## config.mk

```make
export PLATFORM = sky130hd
export DESIGN_NAME = itim
export DESIGN_NICKNAME = d
export VERILOG_FILES = /design/src/itim_pkg.sv /design/src/itim.sv /design/src/itim_array.sv /design/src/itim_decode.sv /design/src/itim_execute.sv /design/src/itim_result.sv
export VERILOG_INCLUDE_DIRS = /design/src
export SDC_FILE = /design/constraint.sdc
export NUM_CORES = 2
export LEC_CHECK = 0
export BUFFER_PORTS_ARGS = -buffer_cell sky130_fd_sc_hd__buf_2
export CAP_MARGIN = 5
export CORE_MARGIN = 2
export CORE_UTILIZATION = 56
export CTS_CLUSTER_DIAMETER = 200
export DETAILED_ROUTE_END_ITERATION = 10
export HOLD_SLACK_MARGIN = 0.08
export PLACE_DENSITY_LB_ADDON = 0.1
export SYNTH_ARGS = -nofsm -noshare
export SYNTH_HDL_FRONTEND = slang
export SYNTH_HIERARCHICAL = 1
export SYNTH_SLANG_ARGS = --single-unit
```

## constraint.sdc

```tcl
create_clock -name clk -period 35.8 [get_ports clk]
set_input_delay 3.58 -clock clk [delete_from_list [all_inputs] [get_ports clk]]
set_output_delay 3.58 -clock clk [all_outputs]
set_load 0.01 [all_outputs]
```

## src/itim_params.svh

```systemverilog
`ifndef ITIM_PARAMS_SVH
`define ITIM_PARAMS_SVH

// Line store geometry

// Index bits, giving 2**ITIM_DEPTH lines
`define ITIM_DEPTH 4

// Word-select bits, giving 2**ITIM_WIDTH words per line
`define ITIM_WIDTH 2

// Address window served from the line store

// First address inside the window
`define ITIM_BASE_ADDR 32'h0000_1000

// First address past the window
`define ITIM_TOP_ADDR 32'h0000_2000

// Fetches outside the window always go to instruction memory
// and never allocate a line

`endif

```

## src/itim_pkg.sv

```systemverilog
`include "itim_params.svh"

package itim_pkg;

  // Geometry derived from the macros
  localparam int IDX_W  = `ITIM_DEPTH;
  localparam int WID_W  = `ITIM_WIDTH;
  localparam int LINES  = 2 ** IDX_W;
  localparam int WORDS  = 2 ** WID_W;
  localparam int LINE_W = WORDS * 32;
  // Address bits left after index, word select and byte offset
  localparam int TAG_W  = 32 - IDX_W - WID_W - 2;

  // Request used on the fetch side and toward instruction memory
  typedef struct packed {
    logic        valid;
    logic        fence;
    logic [31:0] addr;
  } mem_req_t;

  typedef struct packed {
    logic        ready;
    logic [31:0] rdata;
  } mem_rsp_t;

  // One line as read from the store
  typedef struct packed {
    logic [TAG_W-1:0]  tag;
    logic [LINE_W-1:0] data;
    logic              lock;
  } line_rd_t;

  // One store write for a fill or a lock clear
  typedef struct packed {
    logic              wen;
    logic [IDX_W-1:0]  idx;
    logic [TAG_W-1:0]  tag;
    logic [LINE_W-1:0] data;
    logic              lock;
  } line_wr_t;

  typedef enum logic [1:0] {
    CLS_HIT,
    CLS_MISS,
    CLS_BYPASS,
    CLS_FENCE
  } req_class_e;

  typedef enum logic [2:0] {
    ST_IDLE,
    ST_FILL,
    ST_BYPASS,
    ST_INV,
    ST_DONE
  } itim_state_e;

  typedef struct packed {
    req_class_e       cls;
    logic [TAG_W-1:0] tag;
    logic [IDX_W-1:0] idx;
    logic [WID_W-1:0] wid;
    logic [31:0]      addr;
  } decoded_t;

  // Response selection handed to the output stage
  typedef struct packed {
    logic             ready;
    logic             from_mem;
    logic [WID_W-1:0] wid;
    logic [31:0]      mem_word;
  } resp_sel_t;

endpackage

```

## src/itim.sv

```systemverilog
module itim (
  input  logic               clk,
  input  logic               rst,
  input  itim_pkg::mem_req_t fetch_req,
  output itim_pkg::mem_rsp_t fetch_rsp,
  output itim_pkg::mem_req_t imem_req,
  input  itim_pkg::mem_rsp_t imem_rsp
);

  import itim_pkg::*;

  logic [IDX_W-1:0] rd_idx;
  line_rd_t         rd_line;
  line_wr_t         wr;
  logic             take;
  logic             idle;
  decoded_t         dec;
  resp_sel_t        sel;

  itim_array i_array (
    .clk     (clk),
    .rst     (rst),
    .rd_idx  (rd_idx),
    .rd_line (rd_line),
    .wr      (wr)
  );

  itim_decode i_decode (
    .clk       (clk),
    .rst       (rst),
    .fetch_req (fetch_req),
    .idle      (idle),
    .rd_idx    (rd_idx),
    .rd_line   (rd_line),
    .take      (take),
    .dec       (dec)
  );

  itim_execute i_execute (
    .clk      (clk),
    .rst      (rst),
    .take     (take),
    .dec      (dec),
    .idle     (idle),
    .imem_req (imem_req),
    .imem_rsp (imem_rsp),
    .wr       (wr),
    .sel      (sel)
  );

  // Line data follows the held index, so it is valid when the answer is formed
  itim_result i_result (
    .clk       (clk),
    .rst       (rst),
    .sel       (sel),
    .line_data (rd_line.data),
    .fetch_rsp (fetch_rsp)
  );

endmodule

```

## src/itim_array.sv

```systemverilog
module itim_array (
  input  logic                        clk,
  input  logic                        rst,
  input  logic [itim_pkg::IDX_W-1:0]  rd_idx,
  output itim_pkg::line_rd_t          rd_line,
  input  itim_pkg::line_wr_t          wr
);

  import itim_pkg::*;

  logic [TAG_W-1:0]  tag_mem  [0:LINES-1];
  logic [LINE_W-1:0] data_mem [0:LINES-1];
  logic [LINES-1:0]  lock_mem;

  // Combinational read port
  always_comb begin
    rd_line.tag  = tag_mem[rd_idx];
    rd_line.data = data_mem[rd_idx];
    rd_line.lock = lock_mem[rd_idx];
  end

  // Tag and data change only on a fill and not on a lock clear
  always_ff @(posedge clk) begin
    if (wr.wen && wr.lock) begin
      tag_mem[wr.idx]  <= wr.tag;
      data_mem[wr.idx] <= wr.data;
    end
  end

  // Lock bits double as the line valid flags
  always_ff @(posedge clk) begin
    if (!rst) begin
      lock_mem <= '0;
    end else if (wr.wen) begin
      lock_mem[wr.idx] <= wr.lock;
    end
  end

endmodule

```

## src/itim_decode.sv

```systemverilog
`include "itim_params.svh"

module itim_decode (
  input  logic                        clk,
  input  logic                        rst,
  input  itim_pkg::mem_req_t          fetch_req,
  input  logic                        idle,
  output logic [itim_pkg::IDX_W-1:0]  rd_idx,
  input  itim_pkg::line_rd_t          rd_line,
  output logic                        take,
  output itim_pkg::decoded_t          dec
);

  import itim_pkg::*;

  logic        capture;
  logic [31:0] addr_q;
  logic        fence_q;
  logic        in_window;
  logic        tag_match;

  // The controller reports idle in the take cycle too, so block a second capture
  assign capture = idle && fetch_req.valid && !take;

  always_ff @(posedge clk) begin
    if (!rst) begin
      take <= 1'b0;
    end else begin
      take <= capture;
    end
  end

  // Held request stays stable until the next capture
  always_ff @(posedge clk) begin
    if (capture) begin
      addr_q  <= fetch_req.addr;
      fence_q <= fetch_req.fence;
    end
  end

  // Address split
  always_comb begin
    dec.addr = addr_q;
    dec.tag  = addr_q[31 -: TAG_W];
    dec.idx  = addr_q[WID_W+2 +: IDX_W];
    dec.wid  = addr_q[2 +: WID_W];
  end

  assign rd_idx = dec.idx;

  assign in_window = (addr_q >= `ITIM_BASE_ADDR) && (addr_q < `ITIM_TOP_ADDR);
  assign tag_match = (rd_line.tag == dec.tag);

  // Priority order is fence, window, lock, then tag
  always_comb begin
    if (fence_q) begin
      dec.cls = CLS_FENCE;
    end else if (!in_window) begin
      dec.cls = CLS_BYPASS;
    end else if (!rd_line.lock) begin
      dec.cls = CLS_MISS;
    end else if (!tag_match) begin
      // Locked line owned by another address stays in place
      dec.cls = CLS_BYPASS;
    end else begin
      dec.cls = CLS_HIT;
    end
  end

endmodule

```

## src/itim_execute.sv

```systemverilog
module itim_execute (
  input  logic                clk,
  input  logic                rst,
  input  logic                take,
  input  itim_pkg::decoded_t  dec,
  output logic                idle,
  output itim_pkg::mem_req_t  imem_req,
  input  itim_pkg::mem_rsp_t  imem_rsp,
  output itim_pkg::line_wr_t  wr,
  output itim_pkg::resp_sel_t sel
);

  import itim_pkg::*;

  itim_state_e       state;
  logic [WID_W-1:0]  cnt;
  logic [IDX_W-1:0]  inv_idx;
  logic [LINE_W-1:0] fill_buf;
  logic [LINE_W-1:0] fill_data;
  logic              resp_pend;
  logic              last_word;
  logic              last_line;

  assign last_word = (cnt == WID_W'(WORDS - 1));
  assign last_line = (inv_idx == IDX_W'(LINES - 1));

  // No new fetch while the response is still on its way out
  assign idle = (state == ST_IDLE) && !resp_pend;

  always_ff @(posedge clk) begin
    if (!rst) begin
      state   <= ST_IDLE;
      cnt     <= '0;
      inv_idx <= '0;
    end else begin
      case (state)
        ST_IDLE: begin
          if (take) begin
            case (dec.cls)
              CLS_HIT: state <= ST_DONE;
              CLS_MISS: begin
                state <= ST_FILL;
                cnt   <= '0;
              end
              CLS_BYPASS: state <= ST_BYPASS;
              default: begin
                state   <= ST_INV;
                inv_idx <= '0;
              end
            endcase
          end
        end
        ST_FILL: begin
          if (imem_rsp.ready) begin
            if (last_word) begin
              state <= ST_DONE;
            end else begin
              cnt <= cnt + 1'b1;
            end
          end
        end
        ST_BYPASS: begin
          if (imem_rsp.ready) begin
            state <= ST_IDLE;
          end
        end
        ST_INV: begin
          if (last_line) begin
            state <= ST_DONE;
          end else begin
            inv_idx <= inv_idx + 1'b1;
          end
        end
        default: state <= ST_IDLE;
      endcase
    end
  end

  always_ff @(posedge clk) begin
    if (!rst) begin
      resp_pend <= 1'b0;
    end else begin
      resp_pend <= sel.ready;
    end
  end

  // Fill buffer with the arriving word merged in
  always_comb begin
    fill_data = fill_buf;
    fill_data[cnt*32 +: 32] = imem_rsp.rdata;
  end

  always_ff @(posedge clk) begin
    if (state == ST_FILL && imem_rsp.ready) begin
      fill_buf <= fill_data;
    end
  end

  // Words of a line are fetched in order starting at word 0
  always_comb begin
    imem_req.valid = (state == ST_FILL) || (state == ST_BYPASS);
    imem_req.fence = 1'b0;
    if (state == ST_FILL) begin
      imem_req.addr = {dec.addr[31:WID_W+2], cnt, 2'b00};
    end else begin
      imem_req.addr = dec.addr;
    end
  end

  always_comb begin
    wr.wen  = (state == ST_INV) || (state == ST_FILL && imem_rsp.ready && last_word);
    wr.idx  = (state == ST_INV) ? inv_idx : dec.idx;
    wr.tag  = dec.tag;
    wr.data = fill_data;
    wr.lock = (state == ST_FILL);
  end

  // A fence answers through the memory path with a zero word
  always_comb begin
    sel.ready    = (state == ST_DONE) || (state == ST_BYPASS && imem_rsp.ready);
    sel.from_mem = (state == ST_BYPASS) || (dec.cls == CLS_FENCE);
    sel.wid      = dec.wid;
    sel.mem_word = (state == ST_BYPASS) ? imem_rsp.rdata : 32'h0;
  end

endmodule

```

## src/itim_result.sv

```systemverilog
module itim_result (
  input  logic                         clk,
  input  logic                         rst,
  input  itim_pkg::resp_sel_t          sel,
  input  logic [itim_pkg::LINE_W-1:0]  line_data,
  output itim_pkg::mem_rsp_t           fetch_rsp
);

  import itim_pkg::*;

  logic [31:0] word;
  logic        ready_q;
  logic [31:0] rdata_q;

  // Word from the line, or the word handed over by the controller
  always_comb begin
    if (sel.from_mem) begin
      word = sel.mem_word;
    end else begin
      word = line_data[sel.wid*32 +: 32];
    end
  end

  always_ff @(posedge clk) begin
    if (!rst) begin
      ready_q <= 1'b0;
    end else begin
      ready_q <= sel.ready;
    end
  end

  always_ff @(posedge clk) begin
    rdata_q <= word;
  end

  assign fetch_rsp.ready = ready_q;
  assign fetch_rsp.rdata = rdata_q;

endmodule

```

# After elaboration in Yosys (flattened, before gate mapping)
# Memories as Yosys holds them, arrays and structs flattened. A register that Yosys moved wholly into a read port is not among the register bits.
# Index checks and enable logic that the tools add are counted.
# totals
register_bits,220
latch_bits,0
ramBits,2432
romBits,0
input_bits,69
out_inout_bits,67
elab_cells,99
mem_count,2
# memory_table
name,words,width,read_ports,rd_clocked_by_memory_dff,write_ports,line,rtl
i_array.data_mem,16,128,1,1,1,itim_array.sv:12,logic [LINE_W-1:0] data_mem [0:LINES-1];
i_array.tag_mem,16,24,1,1,1,itim_array.sv:11,logic [TAG_W-1:0] tag_mem [0:LINES-1];
# classes
n_addsub,3
multipliers,0
n_div,0
order_cmp,5
n_eq_ne,19
shifts,3
muxes,34
n_bitwise,0
n_reduce_logical,23
# op_table
operator,count
$bwmux 128,1
$shift 32x34->128 const A,1
$shiftx 128x8->32,1
$shiftx 32x34->128,1
$mux 32,2
$neg 7->34,1
$ge 32x13->1 const B,1
$lt 32x14->1 const B,1
$mux 4,7
$eq 24x24->1,1
$bwmux 16,1
$mux 2,8
$mux 3,5
$ne 2x2->1 const B,7
$pmux 3 s4,1
$lt 4x5->1 const B,2
$reduce_and 5->1,2
$logic_and 1x1->1,9
$pmux 3 s3,1
$pmux 4 s2,1
$eq 2x2->1 const B,3
$eq 3x2->1 const B,2
$add 4x1->4 const B,1
$bmux 1 s4,1
other kinds (17),26

# Depth between registers and ports, before layout
# logic_depth
ltp_word,10
ltp_mapped,19
mapped_depth_nobuf,12

# By module
# Netlist, hierarchy kept.
# by_module_without_submodules
module,instances,cells_per_inst,area_each_um2,seq_area_each_um2
itim_array,1,3902,91894.4,73350.3
itim_execute,1,668,6944.2,4043.9
itim_result,1,218,2092.0,660.6
itim_decode,1,112,1606.5,1011.0

# Worst setup path before layout
# OpenSTA, ideal clock, no wires.
# synth_timing
kind,input to register
from,input imem_rsp[32] (netlist bit)
to,memory i_array/data_mem[4][0] (netlist bit) (enable)
setup_time_ns,0.668
t_arrival_ns,13.843
required_time_ns,35.132
path_slack_ns,21.290
path_stages,6
path_buffers,1
cell_sequence,and3_1 nand2_1 nand2_1 or3b_1 clkbuf_1 nor2_1
# synth_lines
item,line,rtl
from (decl),itim.sv:7,input itim_pkg::mem_rsp_t imem_rsp
to (decl),itim_array.sv:12,

==> reports/qor.yml <==
route:
  viasPerCell: 6.42
  drc_errors: 0
  dr.pass1.iters: 6
  drtIter0Drc: 5993
  ant_nets: 0
  wl_per_cell_um: 32.0
  via_count: 49700
  finalWirelength_um: 248000
global_routing:
  grt_max_degree: 149
  grtUsageTotal_pct: 26.8
  grt_pass1_vias: 51100
  antenna_found_initial: 16
  overflow: 0
  grt_pass1_wl_um: 358000
clocking:
  path_clk_slew_ps: 60
  clk_latency_ps: 920
  cts.path.max_buffers: 4
  cts_tree: "yes"
  cts_hold_buf: 0
  post_cts_resized: 0
  cts_buffers: 284
  numClockSinks: 2653
  cts_setup_buffers: 0
  cts_root_buf: "clkbuf_16"
  htree_num_levels: 5
floorplan:
  die_w_um: 432
  start_util_pct: 56.2
  die_h_um: 432
  io_pins: 136
  rows: 157
  core_um2: 182000
  dieArea_um2: 187000
sta:
  finClkSkew_ps: 37.8
  max-slew-margin-rel_pct: 16.8
  setup_viol: 0
  fin_tns_setup_ps: 0
  fmax_ghz: 0.124
  slew_viol_final: 0
  fin_crit_ps: 8060
  worst_pin_slew_ps: 1240
  rsz0062_at_grt: "false"
  min_period_over_period_pct: 22.5
  finalHoldViolCount: 0
final_layout:
  drive_gt1_share_pct: 26.7
  syn_to_final_growth_pct: 11.7
  design_area_um2: 115000
  fillers: 12300
  nNetsFinal: 5215
synthesis:
  ys_top_cells_by_count: "2593 x edfxtp_1, 554 x mux4_2, 271 x a22oi_1"
  yosys.area.top_type: "edfxtp_1"
  synth_top_area_share_pct: 75.9
  synthCells: 4900
  yosysUniqueCellTypes: 65
  syn_area_per_cell_um2: 20.9
  synth_most_common_cell: "edfxtp_1"
  ys_ff_latch: 2653
  yosysSeqAreaShare_pct: 77.1
  synth_ff_type: "edfxtp_1"
  synth_area_leaders: "edfxtp_1 76%, mux4_2 12%, a22oi_1 2.0%"
  yosysWarnings: 6
  syn-cell-area_um2: 103000
  syn_nets: 4976
  synth_edf_count: 2593
  async_flop_share_pct: 0
run_status:
  status: "finished, final reports clean"
pwr:
  powerDensity_nw_per_um2: 65.0
  cellLeakagePower_nw: 36.7
  vdd_ir_drop_max_uv: 40.9
placed_design:
  place.gp.congestion: 0.750
  hpwl_um: 123000
  port_buffers: 134
  place_area_um2: 106000
critical_path:
  critPathRequiredTime_ps: 36330
  crit_type: "primary input to flip-flop"
  critPathCaptureType: "flip-flop"
  start_kind: "primary input"
  crit_path_max_fanout: 45
  arrival_ps: 8590
flow_run:
  max-cap-violations: 0
hold_path:
  hold_path_class: "flip-flop to flip-flop"
worst max-delay path: stages:
cell and delay, ps:
buf_2 130, and3_4 690, nand2_1 120, nand2_1 170, nand3b_1 380, nor2_4 810, buf_4 880, buf_4 890
buf_4 790
final timing paths:
kind | start | to | slack (ps) | depth (start not counted)
max | imem_rsp[32] | i_array/data_mem[5][105] | 27740 | 9
min | i_array/lock_mem[2] | i_array/lock_mem[2] | 490 | 2
max reg2reg | i_decode/addr_q[4] | i_result/rdata_q[31] | 28460 | 16
min reg2reg | i_array/lock_mem[2] | i_array/lock_mem[2] | 490 | 2
routing by layer:
layer / part of all wire (%) / global-route usage (%) / vias up / wire, um
li1: - / - / 20700 / -
met1: 40 / 37.8 / 26700 / 99500
met2: 50 / 44.0 / 2012 / 123000
met3: 7.3 / 3.96 / 358 / 18000
met4: 2.7 / 7.98 / 0 / 6770
met5: 0 / 0 / - / 0
cell type report:
| type | instances | area (um^2) | share of cell area (%) |
|---|---|---|---|
| Antenna cell | 18 | 45.0 | 0.0393 |
| Clock buffer | 375 | 7740 | 6.76 |
| Clock inverter | 114 | 928 | 0.811 |
| Inverter | 137 | 544 | 0.475 |
| Multi-Input combinational cell | 1747 | 21000 | 18.4 |
| Sequential cell | 2653 | 79100 | 69.0 |
| Tap cell | 2385 | 2980 | 2.61 |
| Timing Repair Buffer | 316 | 2190 | 1.91 |
per-stage QoR:
stage / hold slack (ps) / util (%) / instances / setup WS, ps / power [mW]
2_1_floorplan: 450 / - / 4900 / 21290 / 4.39
3_3_place_gp: 469 / 58.0 / 7237 / 26920 / 4.74
3_5_place_dp: 476 / 58.0 / 7237 / 26850 / 4.75
4_1_cts: 490 / 62.7 / 7726 / 27800 / 7.50
5_1_grt: 533 / 62.8 / 7740 / 27570 / 7.68
6_report: 495 / 62.8 / 7745 / 27740 / 7.44
where the power goes:
group	switching, mW	internal [mW]	total, mW
logic	0.660	0.444	1.10
clock network	1.14	1.62	2.76
registers	0.0694	3.50	3.57
total	1.87	5.57	7.44
sequential cells by signal, indices dropped and copies added, names as in the netlist:
name,cells
i_execute/cnt,2
i_decode/fence_q,1
i_execute/resp_pend,1
i_array/data_mem,2048
i_execute/fill_buf,128
i_execute/inv_idx,4
i_execute/state,3
i_result/ready_q,1
i_decode/addr_q,32
i_result/rdata_q,32
i_array/lock_mem,16
i_decode/take,1
i_array/tag_mem,384
kinds of logic (layout without fill, tap and decap cells):
family	Yosys count	in the layout	synth area share (%)
buffers and inverters	500	942	2.57
AOI/OAI and AO/OA	595	595	4.20
adders and majority gates	7	7	0.0854
xor gates and xnor gates	24	24	0.205
DFF	2653	2653	77.1
and+or+nand+nor	399	399	1.88
muxes	721	721	13.9
other	1	19	0.00366
cell usage in the layout (no fill, tap or decap), types with 12 or more instances in the layout:
cell and n:
nor2_4 17, buf_4 170, o21ai_0 87, o221ai_1 29, a221oi_1 19, clkbuf_16 292
o21a_1 24, dfxtp_1 60, o22ai_1 35, and2_1 36, o21ai_1 40, clkinv_2 43
clkbuf_8 12, nor2b_1 40, a22o_1 32, edfxtp_1 2593, buf_12 12, buf_2 134
inv_1 132, a211oi_1 32, a22oi_1 271, bufinv_16 15, mux2i_1 44, mux4_2 554
mux2_2 123, diode_2 18, clkinv_1 46, xnor2_1 16, clkbuf_1 71, a221oi_2 13
nand2_1 229
No activity file was read; power rests on OpenSTA's default activity.
